===== src/verilog/steer_settings.svh =====
`ifndef STEER_SETTINGS_SVH
`define STEER_SETTINGS_SVH

// The result bank size. The address width must cover the depth.
`define STEER_ADDR_W 6
`define STEER_DEPTH 64

`endif

===== src/verilog/steer_pkg.sv =====
`include "steer_settings.svh"

package steer_pkg;

   // Seven basis filter responses from the front end.
   typedef struct packed
   {
      logic signed [27:0] f1;
      logic signed [27:0] f2;
      logic signed [27:0] f3;
      logic signed [27:0] h1;
      logic signed [27:0] h2;
      logic signed [27:0] h3;
      logic signed [27:0] h4;
   } basis_t;

   // Complex responses at the zero, positive and negative orientations.
   typedef struct packed
   {
      logic signed [15:0] re_z;
      logic signed [15:0] im_z;
      logic signed [15:0] re_p;
      logic signed [15:0] im_p;
      logic signed [15:0] re_n;
      logic signed [15:0] im_n;
   } resp_t;

   typedef struct packed
   {
      logic                     en;
      logic [`STEER_ADDR_W-1:0] addr;
      resp_t                    data;
   } bank_wr_t;

   typedef struct packed
   {
      logic                     en;
      logic [`STEER_ADDR_W-1:0] addr;
   } bank_rd_t;

endpackage


===== src/verilog/host_reader.sv =====
`timescale 1ns/1ps
`include "steer_settings.svh"

module host_reader
(
   input  logic                     clk,
   input  logic                     rst_n,
   input  logic                     rd_strobe,
   input  logic [`STEER_ADDR_W-1:0] rd_addr,
   input  logic                     rd_grant,
   input  steer_pkg::resp_t         rd_word,
   output steer_pkg::bank_rd_t      rd,
   output logic                     rd_busy,
   output logic                     rd_valid,
   output steer_pkg::resp_t         rd_data
);

   logic                     pending;
   logic [`STEER_ADDR_W-1:0] addr_q;

   always_ff @(posedge clk)
   begin
      if (!rst_n)
      begin
         pending  <= 1'b0;
         rd_busy  <= 1'b0;
         rd_valid <= 1'b0;
      end
      else
      begin
         rd_valid <= rd_grant;
         if (rd_strobe && !rd_busy)
         begin
            pending <= 1'b1;
            rd_busy <= 1'b1;
         end
         else
         begin
            if (rd_grant)
               pending <= 1'b0;
            if (rd_valid)
               rd_busy <= 1'b0; // Busy covers the return cycle too.
         end
      end
   end

   always_ff @(posedge clk)
   begin
      if (rd_strobe && !rd_busy)
         addr_q <= rd_addr;
   end

   assign rd.en   = pending;
   assign rd.addr = addr_q;
   assign rd_data = rd_word;

endmodule


===== config.mk =====
export PLATFORM = sky130hd
export DESIGN_NAME = host_reader
export DESIGN_NICKNAME = d
export VERILOG_FILES = /design/src/verilog/steer_pkg.sv /design/src/verilog/host_reader.sv
export VERILOG_INCLUDE_DIRS = /design/src /design/src/verilog
export SDC_FILE = /design/constraint.sdc
export NUM_CORES = 1
export LEC_CHECK = 0
export ABC_AREA = 1
export BUFFER_PORTS_ARGS = -buffer_cell sky130_fd_sc_hd__buf_4
export CAP_MARGIN = 20
export CORE_AREA = 2 2 82 84
export CTS_CLUSTER_SIZE = 14
export DETAILED_ROUTE_END_ITERATION = 7
export DIE_AREA = 0 0 84 86
export GPL_ROUTABILITY_DRIVEN = 1
export PLACE_DENSITY = 0.56
export SETUP_SLACK_MARGIN = 0.3
export SYNTH_ARGS = -nofsm -noshare
export SYNTH_HDL_FRONTEND = slang
export SYNTH_SLANG_ARGS = --single-unit

===== constraint.sdc =====
create_clock -name clk -period 1 [get_ports clk]
set_input_delay 0.15 -clock clk [delete_from_list [all_inputs] [get_ports clk]]
set_output_delay 0.15 -clock clk [all_outputs]
set_load 0.02 [all_outputs]

-- Word level (Yosys, flattened, before mapping)
Cells that the tools add are included.
- register bits: 9
- bits in latches: 0
- memory bits (writable): 0
- memory bits (read-only): 0
- output and inout port bits: 105
- logic and storage cells: 12
- memories kept: 0
- add/sub/neg operators: 0
- multipliers: 0
- divide/modulo/power cells: 0
- magnitude comparators: 0
- equality and inequality tests: 0
- shift operators: 0
- multiplexer cells: 4
- bitwise logic cells: 0
- reduce and logical (&&, ||, !) cells: 4
- operators with widths (cell ; count):
    1-bit two-way mux ; 4
    2-bit nonzero test ; 2
    1-bit logical AND ; 1
    1-bit logical NOT ; 1

-- Logic depth before layout (Yosys ltp)
Gate-level depths: netlist (run 1).
- depth after elaboration: 3
- gate-level depth with buffers: 3
- gate-level depth less buffers: 3

-- Worst setup path before layout (run 1)
OpenSTA, ideal clock, no wires.
- path type: flip-flop to flip-flop
- start point: reg rd_busy
- end point: reg addr_q[0] (enable)
- library setup time: 0.314 ns
- arrival time: 0.643 ns
- data required time: 0.686 ns
- setup slack: 0.043 ns
- stages on the path, launching flop included: 4
- path through: dfxtp_1 -> inv_1 -> nand2_2 -> inv_1
- longest elaborated chain between the ends: 2
- ends and longest elaborated chain (what ; RTL line ; text):
    start: declaration ; host_reader.sv:13 ; output logic rd_busy,
    start signal: assignment ; host_reader.sv:26 ; rd_busy <= 1'b0;
    start signal: assignment ; host_reader.sv:35 ; rd_busy <= 1'b1;
    start signal: assignment ; host_reader.sv:42 ; rd_busy <= 1'b0;
    1-bit logical NOT ; host_reader.sv:49 ; if (rd_strobe && !rd_busy)
    1-bit logical AND ; host_reader.sv:49 ;
    end signal: assignment ; host_reader.sv:50 ; addr_q <= rd_addr;
    end: declaration ; host_reader.sv:19 ; logic [`STEER_ADDR_W-1:0] addr_q;
No other way between the ends.
A chain may end at the register's enable or synchronous reset.

-- Worst setup path after layout (run 1)
- start point: reg addr_q[3]
- end point: out rd[3] in the netlist's numbering
- RTL lines (what ; RTL line ; text):
    end: declaration ; host_reader.sv:12 ; output steer_pkg::bank_rd_t rd,
No word-level cell between the ends.

==> results.md, run 1 <==
- The run finished with clean final reports.
- TritonCTS built the clock tree.
- Setup repair after global routing could not meet its margin everywhere.
- The number of global-route vias before repair is 405.
- At the end of routability-driven placement, the weighted congestion stood at 0.683.
- The cell count after synthesis is 118.
- The count of cells along the worst hold path is 1.
- The count of yosys warnings during synthesis is 0.
- The worst path needs 909 ps of the cycle, external delays included.
- For this block, the routed nets add up to 2380 µm of wire.
- The wire length of the first global-routing pass is 2950 µm.
- Summing internal, switching and leakage power gives 1.01 mW.
- At the worst endpoint, the arrival time is 760 ps.
- The cell area after synthesis is 0.00102 mm².
- The final number of setup-violating endpoints is 0.
- The standard cell core area is 0.00628 mm².
- The number of DRC violations after detailed-routing iteration 0 is 3.
- The count of cell instances traversed by the critical path is 1.
- The antenna diode count is 0.
- Global routing consumed, over all layers together, 5.88% of the routing resources.
- Across the routed clock network, the largest skew measured is 4.94 ps.
- The startpoint type of the worst setup path is a register.
- The final hold violation count is 0.
- The cell sitting at the root of the clock tree is a sky130_fd_sc_hd__clkbuf_8.
- Measured along the y axis, the die boundary spans 86 µm.
- In this run the worst path has a maximum fanout of 1.
- The initial utilization of the core area, before any placement, comes to 16.2%.
- Across the run, the number of max-cap violations was 0.
- Measured against its own limit, the worst slew margin works out to 93.4%.
- The maximum clock rate is 1100 MHz.
- In this design, the largest share of critical-path delay is due to flip-flops.
- The register bit count reported by yosys is 9.
- The critical-path cell with the highest stage delay is sky130_fd_sc_hd__edfxtp_1.
- Of all cell types, the one taking the most synthesized area is sky130_fd_sc_hd__buf_4.
- The number of standard-cell rows in the floorplan is 29.
- The area growth from synthesis to layout is -36.9%.
- The post-cts hold buffer count is 0.
- The sum of negative setup slack is 0 ps.
- The number of filler instances in the final layout is 720.
- The leakage power is 0.258 nW.
- For this run, the detailed router's first-pass iteration total came to 2.
- The class of the tightest hold or removal check is in2reg.
- The multi-input gate area in the final layout is 40.0 µm².
- The number of primary I/O pins is 211.
- Summing the sequential cell areas from Yosys gives 23.6% of the chip area.
- The clock passes through at most 2 buffers.
- In this run the biggest area consumer among cell types represents 71.5% of the synthesized area.
- Buffers placed on the I/O ports in this run total 18.
- The maximum number of pins on one net before global-route repair is 7.
- The kind of critical path is reg2out.
- The transition time of the tightest slew-check pin is 99.5 ps.
- The ratio of total power to cell area is 1560 mW/mm².
- Walking the worst path, the cells encountered are buf_6.
- Across all layers, the routed design uses 356 vias.
- The floorplan die area is 0.00722 mm².
- The clock input transition at the sequential cells of the worst setup and hold paths is 50 ps.
- Setup slack closes at 90.7 ps.
- The die width is 84 µm.
- The DRC violation count after routing is 0.
- The kind of end point of the critical path is an output port.
- In the final layout, the share of cells above drive strength 1 is 68.9%.
- The netlist uses 7 different library cells.
- At the worst endpoint, the required time is 850 ps.
- The synthesized area per cell is 8.63 µm².
- Counting both buffers and inverters, the worst setup path holds a total of 1.
- Dividing the detail-routed via count by the number of cells gives 2.92.
- Dividing the final minimum period by the clock period gives 90.9%.
- The number of nets with antenna violations after detailed routing is 0.
- Measured in cells, the most critical reg-to-reg path has a length of 3.
- The H-tree depth is 1.
- The total overflow left after global routing is 0.
- In the final design database the tool counted 152 nets.
- The tree built by TritonCTS fans out to 9 sinks.
- The total area of sequential cells is 246 µm².
- The clock latency of the later-clocked register in the worst-skew pair is 230 ps.
- The initial antenna violation count came to 0.
- The largest incremental delay on the critical path is 380 ps.
- The worst-case setup slack after placement is 160 ps.
- The post-detailed-route wirelength per cell is 19.5 µm.
- The worst-case IR drop observed on VDD is 559 µV.
- The number of nets produced by synthesis is 224.
- Ranked by total cell area, the synthesized netlist is headed by sky130_fd_sc_hd__buf_4 (71%), sky130_fd_sc_hd__edfxtp_1 (18%), sky130_fd_sc_hd__dfxtp_1 (5.9%).
- The final count of pins violating max slew was 0.
- In this run, CTS created clock tree buffers numbering 3.
[through the flow]
stage	cells	hold WS [ps]	area (µm²)	utilization, %
2_1_floorplan	118	243	1020	-
3_3_place_gp	116	300	528	8.41
3_5_place_dp	116	300	528	8.41
4_1_cts	122	99.1	629	10.0
5_1_grt	122	89.9	643	10.2
6_report	122	97.7	643	10.2
[registers in the layout, indices dropped and copies added (netlist names)]
signal / flops
rd_busy: 1
rd_valid: 1
pending: 1
addr_q: 6
[repair_timing]
action / in CTS / in global routing
buffers inserted: 2 / 0
setup endpoints to repair: 15 / 17
pin swaps: 1 / 1
resized for setup: 12 / 4
[report_power, final]
group | internal (mW) | total [mW] | switching [mW]
logic | 0.0821 | 0.152 | 0.0696
registers | 0.427 | 0.440 | 0.0133
clock network | 0.277 | 0.414 | 0.137
[layer usage]
metal | part of all wire (%) | vias to the layer above | GRT usage (%)
met3 | 38 | 19 | 11.4
li1 | - | 112 | -
met4 | 7.1 | 0 | 4.84
met5 | 0 | - | 0
met2 | 41 | 100 | 7.78
met1 | 14 | 125 | 1.97
[Yosys cell counts]
library cell / instances
sky130_fd_sc_hd__buf_4: 97
sky130_fd_sc_hd__inv_1: 6
sky130_fd_sc_hd__nand2_2: 1
sky130_fd_sc_hd__edfxtp_1: 6
sky130_fd_sc_hd__nand2_1: 3
sky130_fd_sc_hd__a21oi_1: 2
sky130_fd_sc_hd__dfxtp_1: 3
[worst reg2reg max path, delay by kind of cell, from the launching register on]
family	cells	cell delay, ps
AND/OR/NAND/NOR	1	60
buffers and inverters	2	140
flip-flops	1	350
[cells by family after synthesis]
| family | count (synthesis) | share of synthesized area [%] |
|---|---|---|
| buffers and inverters | 103 | 73.7 |
| AND/OR/NAND/NOR | 4 | 1.72 |
| flip-flops | 9 | 23.6 |
| AO/OA/AOI/OAI | 2 | 0.983 |
[placed cells by master, fill, tap and decap left out]
master,instances
sky130_fd_sc_hd__nand2_1,3
sky130_fd_sc_hd__inv_1,4
sky130_fd_sc_hd__buf_4,10
sky130_fd_sc_hd__inv_2,1
sky130_fd_sc_hd__dfxtp_4,1
sky130_fd_sc_hd__clkbuf_8,3
sky130_fd_sc_hd__clkbuf_1,1
sky130_fd_sc_hd__edfxtp_1,6
sky130_fd_sc_hd__buf_6,10
sky130_fd_sc_hd__dfxtp_2,2
sky130_fd_sc_hd__a21oi_2,2
sky130_fd_sc_hd__nand2_4,1
sky130_fd_sc_hd__inv_6,1
[final timing paths]
| path | start | slack, ps | endpoint |
|---|---|---|---|
| worst min register to register | pending$_SDFFE_PN0P_ | 480 | pending$_SDFFE_PN0P_ |
| worst max register to register | rd_busy$_SDFFE_PN0P_ | 160 | addr_q[5]$_DFFE_PP_ |
| worst max-delay path | addr_q[3]$_DFFE_PP_ | 90 | rd[3] |
| worst min-delay path | rd_addr[3] | 100 | addr_q[3]$_DFFE_PP_ |
[layout make-up]
| type | instances | share of cell area [%] |
|---|---|---|
| clock buffers | 4 | 7.00 |
| inverters | 6 | 4.28 |
| multi-input cells | 6 | 6.23 |
| flip-flops and latches | 9 | 38.3 |
| well taps | 77 | 15.0 |
| repair buffers | 20 | 29.2 |
No activity file was read; power rests on OpenSTA's default activity.
==> inputs of run 2 (changes only) <==
--- a/config.mk
+++ b/config.mk
@@ -6,15 +6,14 @@
 export SDC_FILE = /design/constraint.sdc
 export NUM_CORES = 1
 export LEC_CHECK = 0
-export ABC_AREA = 1
 export BUFFER_PORTS_ARGS = -buffer_cell sky130_fd_sc_hd__buf_4
 export CAP_MARGIN = 20
-export CORE_AREA = 2 2 82 84
+export CORE_AREA = 2 2 81 83
 export CTS_CLUSTER_SIZE = 14
 export DETAILED_ROUTE_END_ITERATION = 7
-export DIE_AREA = 0 0 84 86
+export DIE_AREA = 0 0 83 85
 export GPL_ROUTABILITY_DRIVEN = 1
-export PLACE_DENSITY = 0.56
+export PLACE_DENSITY = 0.57
 export SETUP_SLACK_MARGIN = 0.3
 export SYNTH_ARGS = -nofsm -noshare
 export SYNTH_HDL_FRONTEND = slang
==> run 2 against run 1 <==
  * Combinational power fell by 14%
  * Count of clock-buffer cells in the layout is the same
  * Die area is 2.3% lower
  * First-iteration DRC count up 130%
  * Critical path depth unchanged
  * Sequential share of layout area is 1.6 points higher
  * Register-to-register slack got worse by 30 ps
  * Wire length shrank 28%
  * Largest cell class unchanged
  * Worst setup slack better by 15 ps
  * Core utilization down 0.30 points
  * Critical path type unchanged
  * Fmax up 1.7%
  * Largest power group unchanged
  * Clock skew down 4.0 ps
==> results.md, run 2 <==
- Status: finished clean (unchanged).
- The final hold violation count is 0 (unchanged).
- The die width came to 83 µm (was 84 µm).
- The layout overhead on the synthesized area is -39.1% (was -36.9%).
- Most used cells in the layout excluding fill and tap cells: sky130_fd_sc_hd__buf_6 (10), sky130_fd_sc_hd__buf_4 (9), sky130_fd_sc_hd__edfxtp_1 (6), sky130_fd_sc_hd__clkbuf_8 (3), sky130_fd_sc_hd__dfxtp_2 (2) (was sky130_fd_sc_hd__buf_4 (10), sky130_fd_sc_hd__buf_6 (10), sky130_fd_sc_hd__edfxtp_1 (6), sky130_fd_sc_hd__inv_1 (4)).
- The wire length of the first global-routing pass came to 2260 µm (was 2950 µm).
- The CTS tree is yes (unchanged).
- The largest fanout on the critical path was 1 (unchanged).
- The startpoint of the worst hold path is rd_addr[3] (unchanged).
- The cell count after synthesis is 112 (was 118).
- The maximum clock rate was 1120 MHz (was 1100 MHz).
- The critical-path cell with the highest stage delay was sky130_fd_sc_hd__edfxtp_1 (unchanged).
- The met1 routing resource usage after global routing is 1.77% (was 1.97%).
- The clock root buffer is sky130_fd_sc_hd__clkbuf_8 (unchanged).
- The die outline height is 85 µm (was 86 µm).
- The number of nets produced by synthesis is 218 (was 224).
- The register containing the most flip-flops in the final layout is addr_q (unchanged).
- The number of nets in the layout is 145 (was 152).
- The total iterations of the first detailed-routing run is 4 (was 2).
- The number of primary I/O pins is 211 (unchanged).
- The sum of buffers and inverters on the critical path is 1 (unchanged).
- The final cell count without fillers is 115 (was 122).
- The minimum setup slack in the final design came to 106 ps (was 90.7 ps).
- The startpoint type of the worst setup path is a register (unchanged).
- Ranking of synthesized cells by area: sky130_fd_sc_hd__buf_4 (72%), sky130_fd_sc_hd__edfxtp_1 (18%), sky130_fd_sc_hd__dfxtp_1 (5.9%) (was sky130_fd_sc_hd__buf_4 (71%), sky130_fd_sc_hd__edfxtp_1 (18%), sky130_fd_sc_hd__dfxtp_1 (5.9%)).
- The DRC violation count after routing is 0 (unchanged).
- The cell with the most instances after synthesis is sky130_fd_sc_hd__buf_4 (unchanged).
- The maximum vdd ir drop came to 474 µV (was 559 µV).
- The layout cell share with drive strength beyond 1 came to 68.4% (was 68.9%).
- The ratio of total power to cell area came to 1590 mW/mm² (was 1560 mW/mm²).
- The final non-filler cell area is 617 µm² (was 643 µm²).
- The number of port buffers is 18 (unchanged).
- The final number of setup-violating endpoints is 0 (unchanged).
- The count of yosys warnings during synthesis is 0 (unchanged).
- Top cells by instance count after synthesis: sky130_fd_sc_hd__buf_4 (97), sky130_fd_sc_hd__edfxtp_1 (6), sky130_fd_sc_hd__dfxtp_1 (3) (was sky130_fd_sc_hd__buf_4 (97), sky130_fd_sc_hd__edfxtp_1 (6), sky130_fd_sc_hd__inv_1 (6)).
- The sequential share of the synthesized area is 23.7% (was 23.6%).
- The number of nets with antenna violations after detailed routing was 0 (unchanged).
- The total power after layout is 978 µW (was 1.01 mW).
- The count of distinct cell types in the synthesized netlist was 9 (was 7).
- The critical path's top delay family is flip-flops (unchanged).
- The standard cell core area is 0.00620 mm² (was 0.00628 mm²).
- The worst-case clock skew came to 0.945 ps (was 4.94 ps).
- The number of global-route vias before repair is 366 (was 405).
- The worst hold margin is 100 ps (was 97.7 ps).
- The floorplan die area is 0.00706 mm² (was 0.00722 mm²).
- The initial antenna violation count was 0 (unchanged).
- The transition time of the tightest slew-check pin is 196 ps (was 99.5 ps).
- The clock period minus worst slack came to 894 ps (was 909 ps).
- The largest buffer count on any clock path came to 2 (unchanged).
- The data arrival time of the worst path is 740 ps (was 760 ps).
- The source of the critical timing path is addr_q[0]$_DFFE_PP_ (was addr_q[3]$_DFFE_PP_).
- The largest incremental delay on the critical path is 370 ps (was 380 ps).
- Setup repair after global routing missed its margin: yes (unchanged).
- The fraction of synthesized cell area taken by the top area cell type is 71.9% (was 71.5%).
- The required time reported for the critical path endpoint is 850 ps (about the same).
- The number of vias per cell after detailed routing is 2.90 (was 2.92).
- The fraction of registers with async set or reset after synthesis is 0% (unchanged).
- The starting utilization of the core area came to 16.3% (was 16.2%).
- The post-detailed-route wirelength per cell is 14.9 µm (was 19.5 µm).
- The number of standard-cell rows in the floorplan is 29 (unchanged).
- The last weighted congestion value of the routability-driven placer is 0.618 (was 0.683).
- The share of the cycle needed by the critical path after routing is 89.4% (was 90.9%).
- The worst-case setup slack after placement is 138 ps (was 160 ps).
- The global-route total usage across every layer is 4.43% (was 5.88%).
- The max-capacitance violation count is 0 (unchanged).
- The sink count of the clock tree was 9 (unchanged).
- The total clock buffers created by CTS is 3 (unchanged).
- The final count of pins violating max slew is 0 (unchanged).
- The class of the tightest hold or removal check is in2reg (unchanged).
- The met3 track utilization from global routing was 6.13% (was 11.4%).
- The kind of end point of the critical path is an output port (unchanged).
- The global route total overflow came to 0 (unchanged).
- The kind of critical path is reg2out (unchanged).
- The cell accounting for the most synthesized area is sky130_fd_sc_hd__buf_4 (unchanged).
- The layer with the highest usage after global routing is met4 (was met3).
- The cell area after synthesis is 0.00101 mm² (was 0.00102 mm²).
- The antenna diode count is 0 (unchanged).
- Series of cell instances along the critical path: buf_6 (unchanged).
- The number of filler instances in the final layout is 707 (was 720).
- The met2 global-route usage is 4.69% (was 7.78%).
- The routed wire length came to 1710 µm (was 2380 µm).
- The share of the core filled with cells came to 9.94% (was 10.2%).
- The worst relative slew slack came to 86.9% (was 93.4%).
- The clock latency of the later-clocked register in the worst-skew pair was 230 ps (about the same).
- Leaving out fill and tap cells, the most frequent cell in the layout is sky130_fd_sc_hd__buf_6.
- The leakage power is 0.239 nW (was 0.258 nW).
- The H-tree depth came to 1 (unchanged).
- The number of enable-type register cells in the synthesized netlist is 6 (unchanged).
- The startpoint of the worst-slack reg-to-reg timing path is rd_busy$_SDFFE_PN0P_ (unchanged).
- The clock input transition at the sequential cells of the worst setup and hold paths was 40 ps (was 50 ps).
- The sum of negative setup slack is 0 ps (unchanged).
- The cell area reported after detailed placement is 526 µm² (was 528 µm²).
- The maximum number of pins on one net before global-route repair was 8 (was 7).
- The number of flip-flops in the largest register was 6 (unchanged).
- The number of DRC violations after detailed-routing iteration 0 is 7 (was 3).
- The placed instance count is 110 (was 116).
- The flip-flop cell with the highest count after synthesis is sky130_fd_sc_hd__edfxtp_1 (unchanged).
- The register bit count reported by yosys came to 9 (unchanged).
- The synthesized area per cell is 9.04 µm² (was 8.63 µm²).
- The via total after detailed routing is 333 (was 356).
-- run 2: final timing paths --
| check | to | depth (start not counted) | slack, ps |
|---|---|---|---|
| max | rd[0] | 1 | 110 |
| min | addr_q[3]$_DFFE_PP_ | 1 | 100 |
| max reg2reg | addr_q[1]$_DFFE_PP_ | 1 | 130 |
| min reg2reg | rd_busy$_SDFFE_PN0P_ | 2 | 520 |
-- run 2: cells by family after synthesis --
family / count (synthesis) / share of synthesized area, %
DFF: 9 / 23.7
and+or+nand+nor: 4 / 2.60
buffers and inverters: 97 / 71.9
AOI/OAI and AO/OA: 2 / 1.73
-- run 2: layer usage --
layer  vias to the layer above  wire [µm]
li1                         99          -
met1                       128        280
met2                        72        629
met3                        34        545
met4                         0        253
met5                         -          0
-- run 2: what timing repair did --
| item | CTS | global route |
|---|---|---|
| buffers inserted | 1 | 0 |
| hold buffers | 0 | 0 |
| gates resized for setup | 9 | 2 |
| endpoints found under the setup margin | 16 | 17 |
| pin swaps | 1 | 1 |
-- run 2: final cells by class --
cell class | count | area (µm²) | share of cell area, %
Multi-Input combinational cell | 6 | 48.8 | 7.91
Clock buffer | 4 | 45.0 | 7.30
Tap cell | 77 | 96.3 | 15.6
Timing Repair Buffer | 19 | 180 | 29.2
Sequential cell | 9 | 246 | 40.0
-- run 2: report_power, final --
group / internal [mW] / switching (mW) / leakage (nW)
logic: 0.0767 / 0.0536 / 0.132
registers: 0.426 / 0.0147 / 0.0834
clock network: 0.277 / 0.131 / 0.0228
total: 0.779 / 0.199 / 0.239
==> inputs of run 3 (changes only) <==
--- a/config.mk
+++ b/config.mk
@@ -8,12 +8,12 @@
 export LEC_CHECK = 0
 export BUFFER_PORTS_ARGS = -buffer_cell sky130_fd_sc_hd__buf_4
 export CAP_MARGIN = 20
-export CORE_AREA = 2 2 81 83
+export CORE_AREA = 3 3 80 82
 export CTS_CLUSTER_SIZE = 14
 export DETAILED_ROUTE_END_ITERATION = 7
 export DIE_AREA = 0 0 83 85
 export GPL_ROUTABILITY_DRIVEN = 1
-export PLACE_DENSITY = 0.57
+export PLACE_DENSITY = 0.6
 export SETUP_SLACK_MARGIN = 0.3
 export SYNTH_ARGS = -nofsm -noshare
 export SYNTH_HDL_FRONTEND = slang
==> constraint.sdc (replaced) <==
create_clock -name clk -period 0.9 [get_ports clk]
set_input_delay 0.135 -clock clk [delete_from_list [all_inputs] [get_ports clk]]
set_output_delay 0.135 -clock clk [all_outputs]
set_load 0.02 [all_outputs]
==> run 3 against run 2 <==
  * Final cell count down 1.7%
  * Total power up 11%
  * Worst setup slack worse by 100 ps
  * Combinational power up 11%
  * Register-to-register slack worse by 90 ps
  * Worst hold slack worse by 17 ps
  * Die area unchanged
  * Core utilization up 0.62 points
  * Clock skew about the same
  * Wire length up 8.5%
  * Highest routed layer unchanged
==> results.md, run 3 (same netlist as run 2, synthesis figures left out) <==
- The total clock buffers created by CTS is 3 (unchanged).
- The critical path's top delay family is flip-flops (unchanged).
- The maximum vdd ir drop was 413 µV (was 474 µV).
- The share of the cycle needed by the critical path after routing is 99.8%.
- The post-detailed-route wirelength per cell is 16.4 µm (was 14.9 µm).
- The maximum clock rate is 1110 MHz.
- The met2 global-route usage was 5.03% (was 4.69%).
- The worst relative slew slack is 86.9% (about the same).
- The transition time of the tightest slew-check pin came to 197 ps (was 196 ps).
- The layout overhead on the synthesized area came to -39.3% (was -39.1%).
- The register containing the most flip-flops in the final layout is addr_q (unchanged).
- The net switching fraction of the power is 20.2% (was 20.4%).
- The clock period minus worst slack is 898 ps.
- The global route total overflow is 0 (unchanged).
- The number of filler instances in the final layout is 678 (was 707).
- The clock root buffer is sky130_fd_sc_hd__clkbuf_8 (unchanged).
- The sum of buffers and inverters on the critical path was 1 (unchanged).
- The via total after detailed routing is 344 (was 333).
- The internal cell power is 866 µW (was 779 µW).
- The max-capacitance violation count was 0 (unchanged).
- The initial antenna violation count came to 0 (unchanged).
- The share of power burned in registers is 45.1% (was 45.0%).
- The die outline height is 85 µm (unchanged).
- The final count of pins violating max slew is 0 (unchanged).
- The share of the core filled with cells is 10.6% (was 9.94%).
- The startpoint of the worst hold path is rd_addr[1] (was rd_addr[3]).
- The final number of setup-violating endpoints is 0 (unchanged).
- The layout cell share with drive strength beyond 1 is 68.4% (unchanged).
- The number of vias per cell after detailed routing is 3.04 (was 2.90).
- The number of flip-flops in the largest register is 6 (unchanged).
- The number of primary I/O pins is 211 (unchanged).
- The wire length of the first global-routing pass is 2500 µm (was 2260 µm).
- The kind of critical path is reg2out (unchanged).
- The antenna diode count is 0 (unchanged).
- The DRC violation count after routing is 0 (unchanged).
- The ratio of total power to cell area is 1770 mW/mm² (was 1590 mW/mm²).
- The combinational group share of total power is 13.2% (was 13.3%).
- The sink count of the clock tree was 9 (unchanged).
- The largest buffer count on any clock path is 2 (unchanged).
- The kind of end point of the critical path is an output port (unchanged).
- Series of cell instances along the critical path: buf_6 (unchanged).
- The worst-case clock skew came to 0.459 ps (was 0.945 ps).
- The clock latency of the later-clocked register in the worst-skew pair is 230 ps (about the same).
- The floorplan die area was 0.00706 mm² (unchanged).
- The met1 routing resource usage after global routing was 1.82% (was 1.77%).
- Setup repair after global routing missed its margin: yes (unchanged).
- The maximum number of pins on one net before global-route repair was 8 (unchanged).
- The number of port buffers is 18 (unchanged).
- The critical-path cell with the highest stage delay is sky130_fd_sc_hd__edfxtp_1 (unchanged).
- The number of standard-cell rows in the floorplan is 28 (was 29).
- The global-route total usage across every layer is 5.08% (was 4.43%).
- The largest fanout on the critical path is 1 (unchanged).
- The starting utilization of the core area was 17.4% (was 16.3%).
- The standard cell core area is 0.00582 mm² (was 0.00620 mm²).
- The cell area reported after detailed placement is 523 µm² (was 526 µm²).
- The required time reported for the critical path endpoint is 760 ps (was 850 ps).
- The leakage power was 0.239 nW (unchanged).
- The commonest non-fill, non-tap cell in the layout is sky130_fd_sc_hd__buf_6 (unchanged).
- The layer with the highest usage after global routing was met4 (unchanged).
- The final non-filler cell area is 614 µm² (was 617 µm²).
- Most used cells in the layout excluding fill and tap cells: sky130_fd_sc_hd__buf_6 (10), sky130_fd_sc_hd__buf_4 (9), sky130_fd_sc_hd__edfxtp_1 (6), sky130_fd_sc_hd__clkbuf_8 (3), sky130_fd_sc_hd__dfxtp_2 (2) (unchanged).
- The data arrival time of the worst path is 760 ps (was 740 ps).
- The total power after layout is 1.09 mW (was 978 µW).
- The startpoint of the worst-slack reg-to-reg timing path is rd_busy$_SDFFE_PN0P_ (unchanged).
- The number of nets with antenna violations after detailed routing is 0 (unchanged).
- The number of global-route vias before repair is 362 (was 366).
- The H-tree depth came to 1 (unchanged).
- The routed wire length was 1850 µm (was 1710 µm).
- The post-cts hold buffer count came to 0 (unchanged).
- The number of nets in the layout was 145 (unchanged).
- The number of DRC violations after detailed-routing iteration 0 is 2 (was 7).
- Status: finished clean (unchanged).
- The largest incremental delay on the critical path is 380 ps (was 370 ps).
- The class of the tightest hold or removal check is in2reg (unchanged).
- The sum of negative setup slack was 0 ps (unchanged).
- The CTS tree is yes (unchanged).
- The total iterations of the first detailed-routing run is 2 (was 4).
- The die width was 83 µm (unchanged).
- The met3 track utilization from global routing is 8.64% (was 6.13%).
- The reported net switching power is 219 µW (was 199 µW).
- The source of the critical timing path is addr_q[3]$_DFFE_PP_ (was addr_q[0]$_DFFE_PP_).
- The startpoint type of the worst setup path is a register (unchanged).
- The share of power burned in the clock network is 41.7% (about the same).
- The clock input transition at the sequential cells of the worst setup and hold paths is 40 ps (about the same).
- The final hold violation count is 0 (unchanged).
- The last weighted congestion value of the routability-driven placer is 0.707 (was 0.618).
==> run 3: path summary, 6_finish.rpt <==
kind,endpoint,slack [ps],cells past startpoint
min reg2reg,rd_busy$_SDFFE_PN0P_,510,2
max reg2reg,addr_q[2]$_DFFE_PP_,40,1
max,rd[3],2,1
min,addr_q[1]$_DFFE_PP_,80,1
==> run 3: area by class of cell <==
cell class	count	area [µm²]	area share [%]
clock buffers	4	45.0	7.33
multi-input cells	6	48.8	7.94
flip-flops and latches	9	246	40.1
well taps	75	93.8	15.3
repair buffers	19	180	29.3
==> run 3: power groups by stage <==
| stage | clock, mW | combinational [mW] | sequential, mW |
|---|---|---|---|
| final | 0.452 | 0.144 | 0.489 |
| after global routing | 0.503 | 0.153 | 0.491 |
| after CTS | 0.470 | 0.147 | 0.490 |
| after detailed placement | 0 | 0.125 | 0.491 |
| after global placement | 0 | 0.123 | 0.489 |
| after floorplan | 0 | 0.651 | 0.518 |
==> run 3: routing by layer <==
layer  wire, µm  share of wire [%]
met1        281                 15
met2        637                 34
met5          0                  0
met3        726                 39
met4        208                 11
==> run 3: what timing repair did <==
item,4_1_cts,5_1_grt
pin swaps,1,0
endpoints found under the setup margin,17,17
buffers inserted,1,0
resized for setup,11,0
gates cloned,0,0
==> run 3: stage by stage <==
step	instances	worst slack, ps	hold slack [ps]
floorplan	112	48.0	234
global placement	108	50.3	270
detailed placement	108	37.9	270
CTS	113	-13.3	78.5
global route	113	-37.0	72.5
finish	113	1.59	83.0
